`src/common/sd_cmd_pkg.sv`:
```
////////////////////////////////////////
// Shared types for the SD command path
////////////////////////////////////////

package sd_cmd_pkg;

  // Command index as sent in the frame
  typedef logic [5:0] cmd_idx_t;

  // Command argument
  typedef logic [31:0] cmd_arg_t;

  // One 32-bit response register word
  typedef logic [31:0] rsp_word_t;

  // Response content without start, transmission, CRC and end bits.
  // For a 48-bit response only bits 31:0 carry the card status
  typedef logic [119:0] rsp_bits_t;

  // Divider half-period in clk_i cycles
  typedef logic [7:0] clk_div_t;

  // Response type select, same encoding as the host register field
  typedef enum logic [1:0] {
    RSP_NONE    = 2'b00,
    RSP_136     = 2'b01,
    RSP_48      = 2'b10,
    RSP_48_BUSY = 2'b11
  } rsp_type_e;

  // STOP_TRANSMISSION
  localparam cmd_idx_t CMD12_IDX = cmd_idx_t'(12);

endpackage

```
`src/cmd/cmd_logic.sv`:
```
////////////////////////////////////////
// Command engine: frame out, response in,
// CRC7, response timeout and busy tracking
////////////////////////////////////////

`timescale 1ns/1ps

module cmd_logic
  import sd_cmd_pkg::*;
#(
  parameter int unsigned NCR_MAX = 64
) (
  input  logic      clk_i,
  input  logic      rst_n_i,
  input  logic      clk_en_p_i,
  input  logic      clk_en_n_i,
  input  logic      sd_cmd_i,
  output logic      sd_cmd_o,
  output logic      sd_cmd_oe_o,
  input  logic      sd_dat0_i,
  input  logic      cmd_valid_i,
  output logic      cmd_ready_o,
  input  cmd_idx_t  cmd_idx_i,
  input  cmd_arg_t  cmd_arg_i,
  input  rsp_type_e rsp_type_i,
  output logic      cmd_done_o,
  output logic      result_valid_o,
  output rsp_bits_t rsp_o,
  output logic      end_bit_err_o,
  output logic      crc_err_o,
  output logic      index_err_o,
  output logic      timeout_err_o,
  output logic      busy_o
);

  localparam int unsigned NCR_W = $clog2(NCR_MAX + 1);

  typedef enum logic [2:0] {IDLE, SEND, WAIT_RSP, RECV, BUSY} state_e;

  state_e           state_q;
  logic [47:0]      tx_q;
  logic [47:0]      tx_next;
  logic [127:0]     rx_q;
  logic [7:0]       bit_cnt_q;
  logic [NCR_W-1:0] ncr_cnt_q;
  logic [6:0]       crc_q;
  logic [6:0]       crc_nxt;
  logic             crc_in;
  cmd_idx_t         idx_q;
  rsp_type_e        rsp_type_q;
  logic             cmd_q, cmd_oe_q;
  logic             cmd_done_q, result_valid_q, timeout_q;
  logic             accept, tx_shift, rx_shift, start_seen;
  logic             long_rsp, has_rsp, rx_crc_en, last_bit;

  // x^7 + x^3 + 1, one bit per call
  function automatic logic [6:0] crc7_next(input logic [6:0] crc, input logic din);
    logic fb;
    fb = din ^ crc[6];
    return {crc[5:3], crc[2] ^ fb, crc[1:0], fb};
  endfunction

  assign accept     = cmd_valid_i & cmd_ready_o;
  assign tx_shift   = (state_q == SEND) & clk_en_n_i & (bit_cnt_q < 8'd48);
  assign rx_shift   = (state_q == RECV) & clk_en_p_i;
  assign start_seen = (state_q == WAIT_RSP) & clk_en_p_i & ~sd_cmd_i;
  assign long_rsp   = (rsp_type_q == RSP_136);
  assign has_rsp    = (rsp_type_q != RSP_NONE);
  assign last_bit   = (bit_cnt_q == (long_rsp ? 8'd135 : 8'd47));

  // R2 skips the leading 8 bits and its own CRC field
  assign rx_crc_en = long_rsp ? (bit_cnt_q >= 8'd8 && bit_cnt_q < 8'd128)
                              : (bit_cnt_q < 8'd40);

  assign crc_in  = (state_q == SEND) ? tx_q[47] : sd_cmd_i;
  assign crc_nxt = crc7_next(crc_q, crc_in);

  // CRC is dropped into the frame right after the 40th bit
  always_comb begin
    tx_next = {tx_q[46:0], 1'b0};
    if (bit_cnt_q == 8'd39) begin
      tx_next[47:41] = crc_nxt;
    end
  end

  ////////////////////////////////////////
  // Shift registers
  always_ff @(posedge clk_i) begin
    if (accept) begin
      tx_q <= {1'b0, 1'b1, cmd_idx_i, cmd_arg_i, 7'b0, 1'b1};
    end else if (tx_shift) begin
      tx_q <= tx_next;
    end
    if (start_seen || rx_shift) begin
      rx_q <= {rx_q[126:0], sd_cmd_i};
    end
  end

  ////////////////////////////////////////
  // Control FSM
  always_ff @(posedge clk_i or negedge rst_n_i) begin
    if (!rst_n_i) begin
      state_q        <= IDLE;
      bit_cnt_q      <= '0;
      ncr_cnt_q      <= '0;
      crc_q          <= '0;
      idx_q          <= '0;
      rsp_type_q     <= RSP_NONE;
      cmd_q          <= 1'b1;
      cmd_oe_q       <= 1'b0;
      cmd_done_q     <= 1'b0;
      result_valid_q <= 1'b0;
      timeout_q      <= 1'b0;
    end else begin
      cmd_done_q     <= 1'b0;
      result_valid_q <= 1'b0;
      timeout_q      <= 1'b0;
      unique case (state_q)
        IDLE: begin
          if (accept) begin
            state_q    <= SEND;
            bit_cnt_q  <= '0;
            crc_q      <= '0;
            idx_q      <= cmd_idx_i;
            rsp_type_q <= rsp_type_i;
          end
        end
        SEND: begin
          if (tx_shift) begin
            cmd_q     <= tx_q[47];
            cmd_oe_q  <= 1'b1;
            bit_cnt_q <= bit_cnt_q + 8'd1;
            if (bit_cnt_q < 8'd40) begin
              crc_q <= crc_nxt;
            end
          end else if (clk_en_n_i) begin
            // End bit has been on the line for a full clock
            cmd_q      <= 1'b1;
            cmd_oe_q   <= 1'b0;
            cmd_done_q <= 1'b1;
            crc_q      <= '0;
            ncr_cnt_q  <= '0;
            if (has_rsp) begin
              state_q <= WAIT_RSP;
            end else begin
              result_valid_q <= 1'b1;
              state_q        <= IDLE;
            end
          end
        end
        WAIT_RSP: begin
          if (start_seen) begin
            state_q   <= RECV;
            bit_cnt_q <= 8'd1;
          end else if (clk_en_p_i) begin
            if (ncr_cnt_q == NCR_W'(NCR_MAX - 1)) begin
              timeout_q <= 1'b1;
              state_q   <= IDLE;
            end else begin
              ncr_cnt_q <= ncr_cnt_q + 1'b1;
            end
          end
        end
        RECV: begin
          if (rx_shift) begin
            bit_cnt_q <= bit_cnt_q + 8'd1;
            if (rx_crc_en) begin
              crc_q <= crc_nxt;
            end
            if (last_bit) begin
              result_valid_q <= 1'b1;
              state_q        <= (rsp_type_q == RSP_48_BUSY) ? BUSY : IDLE;
            end
          end
        end
        BUSY: begin
          if (clk_en_p_i && sd_dat0_i) begin
            state_q <= IDLE;
          end
        end
        default: state_q <= IDLE;
      endcase
    end
  end

  // No new command while a result or timeout is being reported
  assign cmd_ready_o = (state_q == IDLE) & ~result_valid_q & ~timeout_q;

  assign sd_cmd_o       = cmd_q;
  assign sd_cmd_oe_o    = cmd_oe_q;
  assign cmd_done_o     = cmd_done_q;
  assign result_valid_o = result_valid_q;
  assign timeout_err_o  = timeout_q;
  assign busy_o         = (state_q == BUSY);

  assign rsp_o         = long_rsp ? rx_q[127:8] : {88'b0, rx_q[39:8]};
  assign end_bit_err_o = has_rsp & ~rx_q[0];
  assign crc_err_o     = has_rsp & (crc_q != rx_q[7:1]);
  assign index_err_o   = has_rsp & ~long_rsp & (rx_q[45:40] != idx_q);

endmodule

```
`src/cmd/cmd_wrap.sv`:
```
////////////////////////////////////////
// Command queue with Auto CMD12 priority,
// response routing and error reporting
////////////////////////////////////////

`timescale 1ns/1ps

module cmd_wrap
  import sd_cmd_pkg::*;
#(
  parameter int unsigned NCR_MAX = 64
) (
  input  logic       clk_i,
  input  logic       rst_n_i,
  input  logic       clk_en_p_i,
  input  logic       clk_en_n_i,
  input  logic       sd_cmd_i,
  output logic       sd_cmd_o,
  output logic       sd_cmd_oe_o,
  input  logic       sd_dat0_i,
  input  logic       cmd_write_i,
  input  cmd_idx_t   cmd_idx_i,
  input  cmd_arg_t   cmd_arg_i,
  input  rsp_type_e  rsp_type_i,
  input  logic       crc_chk_en_i,
  input  logic       idx_chk_en_i,
  input  logic [3:0] err_en_i,
  input  logic       cmd12_req_i,
  input  rsp_word_t  rsp_old3_i,
  output logic       cmd_done_o,
  output logic       rsp_done_o,
  output logic       busy_o,
  output rsp_word_t  rsp0_d_o,
  output rsp_word_t  rsp1_d_o,
  output rsp_word_t  rsp2_d_o,
  output rsp_word_t  rsp3_d_o,
  output logic       rsp_de_o,
  output logic [3:0] cmd_err_set_o,
  output logic [5:0] acmd12_err_set_o,
  output logic       inhibit_o
);

  logic      drv_queued_q, cmd12_queued_q, run_cmd12_q;
  rsp_type_e run_type_q;
  logic      cmd_queued, cmd_ready, submit;
  logic      result_valid, timeout_err;
  logic      end_bit_err, crc_err, index_err, any_err;
  rsp_bits_t rsp;
  cmd_idx_t  cur_idx;
  cmd_arg_t  cur_arg;
  rsp_type_e cur_type;

  assign cmd_queued = drv_queued_q | cmd12_queued_q;
  assign submit     = cmd_queued & cmd_ready;
  assign any_err    = end_bit_err | crc_err | index_err;

  // CMD12 goes first when both are pending
  assign cur_idx  = cmd12_queued_q ? CMD12_IDX : cmd_idx_i;
  assign cur_arg  = cmd12_queued_q ? '0 : cmd_arg_i;
  assign cur_type = cmd12_queued_q ? RSP_48_BUSY : rsp_type_i;

  ////////////////////////////////////////
  // Queue flags
  always_ff @(posedge clk_i or negedge rst_n_i) begin
    if (!rst_n_i) begin
      drv_queued_q   <= 1'b0;
      cmd12_queued_q <= 1'b0;
      run_cmd12_q    <= 1'b0;
      run_type_q     <= RSP_NONE;
    end else begin
      if (cmd_write_i) begin
        drv_queued_q <= 1'b1;
      end
      if (cmd12_req_i) begin
        cmd12_queued_q <= 1'b1;
      end
      if (result_valid || timeout_err) begin
        run_cmd12_q <= 1'b0;
      end
      if (submit) begin
        run_cmd12_q <= cmd12_queued_q;
        run_type_q  <= cur_type;
        if (cmd12_queued_q) begin
          cmd12_queued_q <= 1'b0;
        end else begin
          drv_queued_q <= 1'b0;
        end
      end
      // A failed command flushes whatever is still waiting
      if ((result_valid && any_err) || timeout_err) begin
        drv_queued_q   <= 1'b0;
        cmd12_queued_q <= 1'b0;
      end
    end
  end

  assign inhibit_o = cmd_queued | ~cmd_ready;

  ////////////////////////////////////////
  // Response words
  always_comb begin
    rsp0_d_o = '0;
    rsp1_d_o = '0;
    rsp2_d_o = '0;
    rsp3_d_o = rsp_old3_i;
    if (run_cmd12_q) begin
      rsp3_d_o = rsp[31:0];
    end else if (run_type_q == RSP_136) begin
      rsp0_d_o       = rsp[31:0];
      rsp1_d_o       = rsp[63:32];
      rsp2_d_o       = rsp[95:64];
      // Top byte of word 3 is not part of R2
      rsp3_d_o[23:0] = rsp[119:96];
    end else begin
      rsp0_d_o = rsp[31:0];
    end
  end

  assign rsp_de_o = result_valid & (run_type_q != RSP_NONE);

  ////////////////////////////////////////
  // Error set pulses
  always_comb begin
    cmd_err_set_o    = '0;
    acmd12_err_set_o = '0;
    if (run_cmd12_q) begin
      acmd12_err_set_o[0] = result_valid & end_bit_err;
      acmd12_err_set_o[1] = result_valid & crc_err;
      acmd12_err_set_o[2] = result_valid & index_err;
      acmd12_err_set_o[3] = timeout_err;
    end else begin
      cmd_err_set_o[0] = result_valid & end_bit_err & err_en_i[0];
      cmd_err_set_o[1] = result_valid & crc_err & err_en_i[1] & crc_chk_en_i;
      cmd_err_set_o[2] = result_valid & index_err & err_en_i[2] & idx_chk_en_i;
      cmd_err_set_o[3] = timeout_err & err_en_i[3];
    end
    if ((result_valid && any_err) || timeout_err) begin
      // CMD12 was pending behind a failed driver command
      acmd12_err_set_o[4] = ~run_cmd12_q & cmd12_queued_q;
      // Driver command dropped after a failed CMD12
      acmd12_err_set_o[5] = run_cmd12_q & drv_queued_q;
    end
  end

  cmd_logic #(
    .NCR_MAX (NCR_MAX)
  ) cmd_logic_inst (
    .clk_i          (clk_i),
    .rst_n_i        (rst_n_i),
    .clk_en_p_i     (clk_en_p_i),
    .clk_en_n_i     (clk_en_n_i),
    .sd_cmd_i       (sd_cmd_i),
    .sd_cmd_o       (sd_cmd_o),
    .sd_cmd_oe_o    (sd_cmd_oe_o),
    .sd_dat0_i      (sd_dat0_i),
    .cmd_valid_i    (cmd_queued),
    .cmd_ready_o    (cmd_ready),
    .cmd_idx_i      (cur_idx),
    .cmd_arg_i      (cur_arg),
    .rsp_type_i     (cur_type),
    .cmd_done_o     (cmd_done_o),
    .result_valid_o (result_valid),
    .rsp_o          (rsp),
    .end_bit_err_o  (end_bit_err),
    .crc_err_o      (crc_err),
    .index_err_o    (index_err),
    .timeout_err_o  (timeout_err),
    .busy_o         (busy_o)
  );

  assign rsp_done_o = result_valid;

endmodule

```
`src/design/sd_clk_div.sv`:
```
////////////////////////////////////////
// SD clock divider with edge strobes
////////////////////////////////////////

`timescale 1ns/1ps

module sd_clk_div
  import sd_cmd_pkg::*;
(
  input  logic     clk_i,
  input  logic     rst_n_i,
  input  clk_div_t div_i,
  output logic     sd_clk_o,
  output logic     clk_en_p_o,
  output logic     clk_en_n_o
);

  clk_div_t limit;
  clk_div_t cnt_q;
  logic     sd_clk_q;
  logic     started_q;
  logic     tick;

  // Divide-by-1 is not supported
  assign limit = (div_i < clk_div_t'(2)) ? clk_div_t'(2) : div_i;
  assign tick  = (cnt_q >= limit - clk_div_t'(1));

  // First half period after reset keeps the clock low
  always_ff @(posedge clk_i or negedge rst_n_i) begin
    if (!rst_n_i) begin
      cnt_q     <= '0;
      sd_clk_q  <= 1'b0;
      started_q <= 1'b0;
    end else if (tick) begin
      cnt_q     <= '0;
      started_q <= 1'b1;
      if (started_q) begin
        sd_clk_q <= ~sd_clk_q;
      end
    end else begin
      cnt_q <= cnt_q + clk_div_t'(1);
    end
  end

  assign sd_clk_o   = sd_clk_q;
  // High in the cycle before the toggle edge
  assign clk_en_p_o = started_q & tick & ~sd_clk_q;
  assign clk_en_n_o = started_q & tick & sd_clk_q;

endmodule

```
`src/design/sd_cmd_top.sv`:
```
////////////////////////////////////////
// SD command path top level
////////////////////////////////////////

`timescale 1ns/1ps

module sd_cmd_top
  import sd_cmd_pkg::*;
#(
  parameter int unsigned NCR_MAX = 64
) (
  input  logic       clk_i,
  input  logic       rst_n_i,
  input  clk_div_t   div_i,
  output logic       sd_clk_o,
  input  logic       sd_cmd_i,
  output logic       sd_cmd_o,
  output logic       sd_cmd_oe_o,
  input  logic       sd_dat0_i,
  input  logic       cmd_write_i,
  input  cmd_idx_t   cmd_idx_i,
  input  cmd_arg_t   cmd_arg_i,
  input  rsp_type_e  rsp_type_i,
  input  logic       crc_chk_en_i,
  input  logic       idx_chk_en_i,
  input  logic [3:0] err_en_i,
  input  logic       cmd12_req_i,
  input  logic [9:0] err_clr_i,
  output logic       cmd_done_o,
  output logic       rsp_done_o,
  output logic       busy_o,
  output logic       inhibit_o,
  output rsp_word_t  rsp0_o,
  output rsp_word_t  rsp1_o,
  output rsp_word_t  rsp2_o,
  output rsp_word_t  rsp3_o,
  output logic [9:0] err_status_o
);

  logic       clk_en_p, clk_en_n;
  rsp_word_t  rsp0_d, rsp1_d, rsp2_d, rsp3_d;
  logic       rsp_de;
  logic [3:0] cmd_err_set;
  logic [5:0] acmd12_err_set;

  sd_clk_div sd_clk_div_inst (
    .clk_i      (clk_i),
    .rst_n_i    (rst_n_i),
    .div_i      (div_i),
    .sd_clk_o   (sd_clk_o),
    .clk_en_p_o (clk_en_p),
    .clk_en_n_o (clk_en_n)
  );

  cmd_wrap #(
    .NCR_MAX (NCR_MAX)
  ) cmd_wrap_inst (
    .clk_i            (clk_i),
    .rst_n_i          (rst_n_i),
    .clk_en_p_i       (clk_en_p),
    .clk_en_n_i       (clk_en_n),
    .sd_cmd_i         (sd_cmd_i),
    .sd_cmd_o         (sd_cmd_o),
    .sd_cmd_oe_o      (sd_cmd_oe_o),
    .sd_dat0_i        (sd_dat0_i),
    .cmd_write_i      (cmd_write_i),
    .cmd_idx_i        (cmd_idx_i),
    .cmd_arg_i        (cmd_arg_i),
    .rsp_type_i       (rsp_type_i),
    .crc_chk_en_i     (crc_chk_en_i),
    .idx_chk_en_i     (idx_chk_en_i),
    .err_en_i         (err_en_i),
    .cmd12_req_i      (cmd12_req_i),
    .rsp_old3_i       (rsp3_o),
    .cmd_done_o       (cmd_done_o),
    .rsp_done_o       (rsp_done_o),
    .busy_o           (busy_o),
    .rsp0_d_o         (rsp0_d),
    .rsp1_d_o         (rsp1_d),
    .rsp2_d_o         (rsp2_d),
    .rsp3_d_o         (rsp3_d),
    .rsp_de_o         (rsp_de),
    .cmd_err_set_o    (cmd_err_set),
    .acmd12_err_set_o (acmd12_err_set),
    .inhibit_o        (inhibit_o)
  );

  sd_status_regs sd_status_regs_inst (
    .clk_i            (clk_i),
    .rst_n_i          (rst_n_i),
    .rsp0_d_i         (rsp0_d),
    .rsp1_d_i         (rsp1_d),
    .rsp2_d_i         (rsp2_d),
    .rsp3_d_i         (rsp3_d),
    .rsp_de_i         (rsp_de),
    .cmd_err_set_i    (cmd_err_set),
    .acmd12_err_set_i (acmd12_err_set),
    .err_clr_i        (err_clr_i),
    .rsp0_o           (rsp0_o),
    .rsp1_o           (rsp1_o),
    .rsp2_o           (rsp2_o),
    .rsp3_o           (rsp3_o),
    .err_status_o     (err_status_o)
  );

endmodule

```
`src/design/sd_status_regs.sv`:
```
////////////////////////////////////////
// Response registers and sticky errors
////////////////////////////////////////

`timescale 1ns/1ps

module sd_status_regs
  import sd_cmd_pkg::*;
(
  input  logic       clk_i,
  input  logic       rst_n_i,
  input  rsp_word_t  rsp0_d_i,
  input  rsp_word_t  rsp1_d_i,
  input  rsp_word_t  rsp2_d_i,
  input  rsp_word_t  rsp3_d_i,
  input  logic       rsp_de_i,
  input  logic [3:0] cmd_err_set_i,
  input  logic [5:0] acmd12_err_set_i,
  input  logic [9:0] err_clr_i,
  output rsp_word_t  rsp0_o,
  output rsp_word_t  rsp1_o,
  output rsp_word_t  rsp2_o,
  output rsp_word_t  rsp3_o,
  output logic [9:0] err_status_o
);

  rsp_word_t  rsp0_q, rsp1_q, rsp2_q, rsp3_q;
  logic [9:0] err_q;
  logic [9:0] err_set;

  // Auto CMD12 bits sit above the command bits
  assign err_set = {acmd12_err_set_i, cmd_err_set_i};

  always_ff @(posedge clk_i or negedge rst_n_i) begin
    if (!rst_n_i) begin
      rsp0_q <= '0;
      rsp1_q <= '0;
      rsp2_q <= '0;
      rsp3_q <= '0;
      err_q  <= '0;
    end else begin
      if (rsp_de_i) begin
        rsp0_q <= rsp0_d_i;
        rsp1_q <= rsp1_d_i;
        rsp2_q <= rsp2_d_i;
        rsp3_q <= rsp3_d_i;
      end
      // Write one to clear, a new event wins
      err_q <= (err_q & ~err_clr_i) | err_set;
    end
  end

  assign rsp0_o       = rsp0_q;
  assign rsp1_o       = rsp1_q;
  assign rsp2_o       = rsp2_q;
  assign rsp3_o       = rsp3_q;
  assign err_status_o = err_q;

endmodule

```
`config.mk`:
```
export PLATFORM = sky130hd
export DESIGN_NAME = sd_cmd_top
export DESIGN_NICKNAME = d
export VERILOG_FILES = /design/src/common/sd_cmd_pkg.sv /design/src/cmd/cmd_logic.sv /design/src/cmd/cmd_wrap.sv /design/src/design/sd_clk_div.sv /design/src/design/sd_cmd_top.sv /design/src/design/sd_status_regs.sv
export SDC_FILE = /design/constraint.sdc
export NUM_CORES = 1
export LEC_CHECK = 0
export BUFFER_PORTS_ARGS = -buffer_cell sky130_fd_sc_hd__buf_2
export CAP_MARGIN = 20
export CORE_MARGIN = 2
export CORE_UTILIZATION = 55
export CTS_BUF_LIST = sky130_fd_sc_hd__clkbuf_16
export DETAILED_ROUTE_END_ITERATION = 7
export PLACE_DENSITY = 0.77
export RECOVER_POWER = 25
export SLEW_MARGIN = 20
export SYNTH_ARGS = -nofsm -noshare
export SYNTH_HDL_FRONTEND = slang
export SYNTH_SLANG_ARGS = --single-unit
```
`constraint.sdc`:
```
create_clock -name clk_i -period 18.58 [get_ports clk_i]
set_clock_uncertainty 0.15 [all_clocks]
set_input_delay 0.929 -clock clk_i [delete_from_list [all_inputs] [get_ports clk_i]]
set_output_delay 0.929 -clock clk_i [all_outputs]
set_load 0.03 [all_outputs]
```
==> reports/qor.csv <==
metric;value;unit
run status;complete, but fails checks;
violations in the final reports;max-capacitance violations, max-slew violations;
number of DRC markers after the initial detailed-route iteration;965;
I/O pin total;215;
worst slew margin relative to its limit;-222;%
number of buffers inserted during clock tree synthesis;37;
final cycle utilization of the critical path;34.8;%
number of pins exceeding their max-slew limit in the final report;129;
maximum number of pins on one net before global-route repair;127;
Clk pwr share;34.9;%
Adder-Cell Fraction of Synth Area;1.06;%
DRT Pass-1 Iters;7;
power share of the combinational group;16.8;%
share of synthesized area occupied by flip-flops and latches;70.2;%
Post-Synth XOR/XNOR Area;1.85;%
global placement routability congestion;0.867;
n_diodes;0;
Crit path top cell by count;clkbuf_1;
register bit count reported by yosys;367;
sort of element at the start of the critical path;input pin;
endpoint type of the worst setup path;async pin;
maximum net fanout on the critical path;94;
launching point of the worst reg2reg path;sd_clk_div_inst.cnt_q[5];
floorplan core area;25300;um2
maximum count of clock buffers along a single path;3;
maximum cell stage delay along the critical path;3460;ps
post-synthesis to final-layout area growth;18.2;%
horizontal extent of the die;165;um
# resized after CTS;0;
share of flip-flops with an asynchronous set or reset after synthesis;52.0;%
cell with the largest stage delay on the worst path;clkbuf_1;
sw power;0.000591;W
ordered list of cells on the worst path;clkbuf_1 > clkbuf_1;
slew at the pin with the worst max-slew slack;4840;ps
Final Hold Vio Count;0;
DP HPWL;19.4;mm
vias in the first global route;9040;
Synth warnings;0;
average wire length per cell after detail routing;19.1;um
number of H-tree levels;2;
worst path bufs/invs;2;
Post-Synthesis Mean Instance Area;13.6;um2
number of cells on the worst hold path;0;
remaining global-route overflow;0;
total power per unit cell area;124;nW/um2
Port Buffer Count;214;
cell class contributing the biggest share of worst-path delay;buffers and inverters;
total DRC errors in the routed layout;0;
Primary FF master, synth;dfrtp_1;
Switching Fraction;28.3;%
postcts setup bufs;0;
Placement Rows;58;
number of antenna violations at the first check in global routing;1;
post-detailed-routing wire length;30.7;mm
final setup TNS;0;ps
leakage;7.33;nW
multiplexer share of the synthesized area;1.73;%
launching element of the worst setup path;rst_n_i;
cell at the root of the clock tree;clkbuf_16;
layout cells sized above 1;24.7;%
cell internal pwr;0.00149;W
register-to-register setup slack;14830;ps
setup repair after global routing missed its margin;no;
required time of the critical path;17900;ps
Antenna Nets Post-Route;0;
DR vias;9254;
worst-case vdd ir drop;0.0836;mV
first-pass GRT wire length;48.1;mm
capture point of the worst reg-to-reg path;cmd_wrap_inst.cmd_logic_inst.rx_q[123];
cell taking the most area after synthesis;edfxtp_1;
number of buffers inserted for hold repair after clock tree synthesis;0;
area share of the largest cell type after synthesis;35.1;%
final critical delay including setup and external delays;6460;ps
TritonCTS Sinks;367;
class of the most critical hold timing path;reg2reg;
initial core utilization;56.2;%
Fin Hold WS;294;ps
simple-gate area share of the yosys netlist;8.38;%
# nets final;1332;
data arrival time of the worst path;5780;ps
Reg power frac;48.2;%
clock-pin slew reported for the worst setup and hold paths after clock tree synthesis;60;ps
CTS tree;yes;
Post-synth EDFFs;166;
max-capacitance violation count;2;
Hold Crit Endpoint;cmd_wrap_inst.cmd_logic_inst.rx_q[81];
area enclosed by the die boundary;27100;um2
via-per-instance ratio;5.75;
number of nets in the synthesized netlist;1125;
main combinational cell family by area after synthesis;compound AO/OA/AOI/OAI gates;
complex-gate fraction of the synthesized area;14.3;%
total of endpoints with negative setup slack in the final report;0;
number of distinct standard cells referenced by the synthesized netlist;75;
min-delay src;cmd_wrap_inst.cmd_logic_inst.rx_q[80];
clk_lat worst skew;510;ps
Die Span Y;165;um
ranking of synthesized cells by area;edfxtp_1 (35%), dfrtp_1 (33%), a22o_1 (6.5%);
Cell Area, Synth;14200;um2
worst reg2reg path depth;9;
cell count after synthesis;1043;
worst setup path category;in2async;
global-route usage over all layers;22.5;%
fmax;0.155;GHz
## metal layers
layer | share of wire, % | global-route usage (%)
met2 | 48 | 35.5
met3 | 7.1 | 4.32
met5 | 0.036 | 0
met1 | 44 | 33.2
met4 | 1.4 | 4.66
## worst max-delay path by stage
| stage | endpoint | slack, ps | cells after the start |
|---|---|---|---|
| 4_1_cts | cmd_wrap_inst.cmd_logic_inst.rx_q[104] | 13140 | 17 |
| 5_1_grt | sd_status_regs_inst.rsp1_o[10] | 10740 | 2 |
| 2_1_floorplan | cmd_wrap_inst.cmd_logic_inst.rx_q[0] | 9170 | 14 |
| 3_5_place_dp | cmd_wrap_inst.cmd_logic_inst.rx_q[18] | 12610 | 17 |
| 6_report | sd_status_regs_inst.rsp0_o[30] | 12120 | 2 |
| 3_3_place_gp | cmd_wrap_inst.cmd_logic_inst.rx_q[115] | 12840 | 17 |
## logic make-up after synthesis
kind of cell | after synthesis
compound gates | 280
xor+xnor | 30
fa+ha+maj | 12
buf+inv | 79
flops | 367
mux | 23
simple gates | 252
## through the flow
stage               utilization, %  total power, W  setup WS [ps]  area (um2)  std cells
floorplan                        -         0.00127           9170       14200       1043
global placement              61.5         0.00136          12840       15500       1538
detailed placement            61.5         0.00137          12610       15500       1538
CTS                           66.2         0.00210          13140       16700       1605
global route                  66.4         0.00218          10740       16800       1608
finish                        66.4         0.00208          12120       16800       1608
## registers in the layout (all words and copies together) (netlist names), 2 cells and up
name,flops
cmd_wrap_inst.cmd_logic_inst.crc_q,7
cmd_wrap_inst.cmd_logic_inst.ncr_cnt_q,7
cmd_wrap_inst.cmd_logic_inst.state_q,3
sd_status_regs_inst.err_status_o,10
cmd_wrap_inst.cmd_logic_inst.rx_q,128
sd_status_regs_inst.rsp1_o,32
sd_status_regs_inst.rsp2_o,32
cmd_wrap_inst.cmd_logic_inst.rsp_type_q,2
cmd_wrap_inst.run_type_q,2
cmd_wrap_inst.cmd_logic_inst.idx_q,6
sd_status_regs_inst.rsp3_o,32
cmd_wrap_inst.cmd_logic_inst.bit_cnt_q,8
cmd_wrap_inst.cmd_logic_inst.tx_q,48
sd_status_regs_inst.rsp0_o,32
sd_clk_div_inst.cnt_q,8
## synth_stat cells, types with 4 or more instances
library cell / n
clkbuf_1: 38
a22o_1: 105
nor4_1: 7
nor2b_1: 6
o21ai_0: 54
buf_2: 13
o22a_1: 4
a31oi_1: 8
mux2_2: 11
nand2_1: 127
mux2i_1: 11
edfxtp_1: 166
a21oi_1: 48
o21a_1: 4
dfrtp_1: 190
a22oi_1: 24
xnor2_1: 11
nor2_1: 57
and3_1: 9
nand3_1: 11
xor2_1: 19
inv_1: 21
dfxtp_1: 10
ha_1: 12
## area by class of cell
type | instances | area [um2]
timing repair buffer | 226 | 1190
inverter | 21 | 78.8
multi-input combinational | 597 | 3930
clock buffer | 39 | 976
sequential | 367 | 9970
clock inverter | 28 | 223
fill | 1788 | 8480
tap | 330 | 413
## placed cells by master, fill, tap and decap left out, types with 12 or more instances in the layout
master       n
dfrtp_1    190
a21oi_1     47
nor2_1      55
a22oi_1     24
inv_1       29
a22o_1     105
o21ai_0     53
ha_1        12
nand2_1    127
edfxtp_1   166
buf_2      212
xor2_1      19
clkbuf_16   39
## power groups by stage
stage / registers, W / clock network, W / logic [W]
floorplan: 0.000999 / 0 / 0.000273
global placement: 0.00102 / 0 / 0.000341
detailed placement: 0.00102 / 0 / 0.000353
CTS: 0.00100 / 0.000741 / 0.000353
global route: 0.00101 / 0.000777 / 0.000392
finish: 0.00100 / 0.000728 / 0.000351
(Power assumes the default switching activity.)
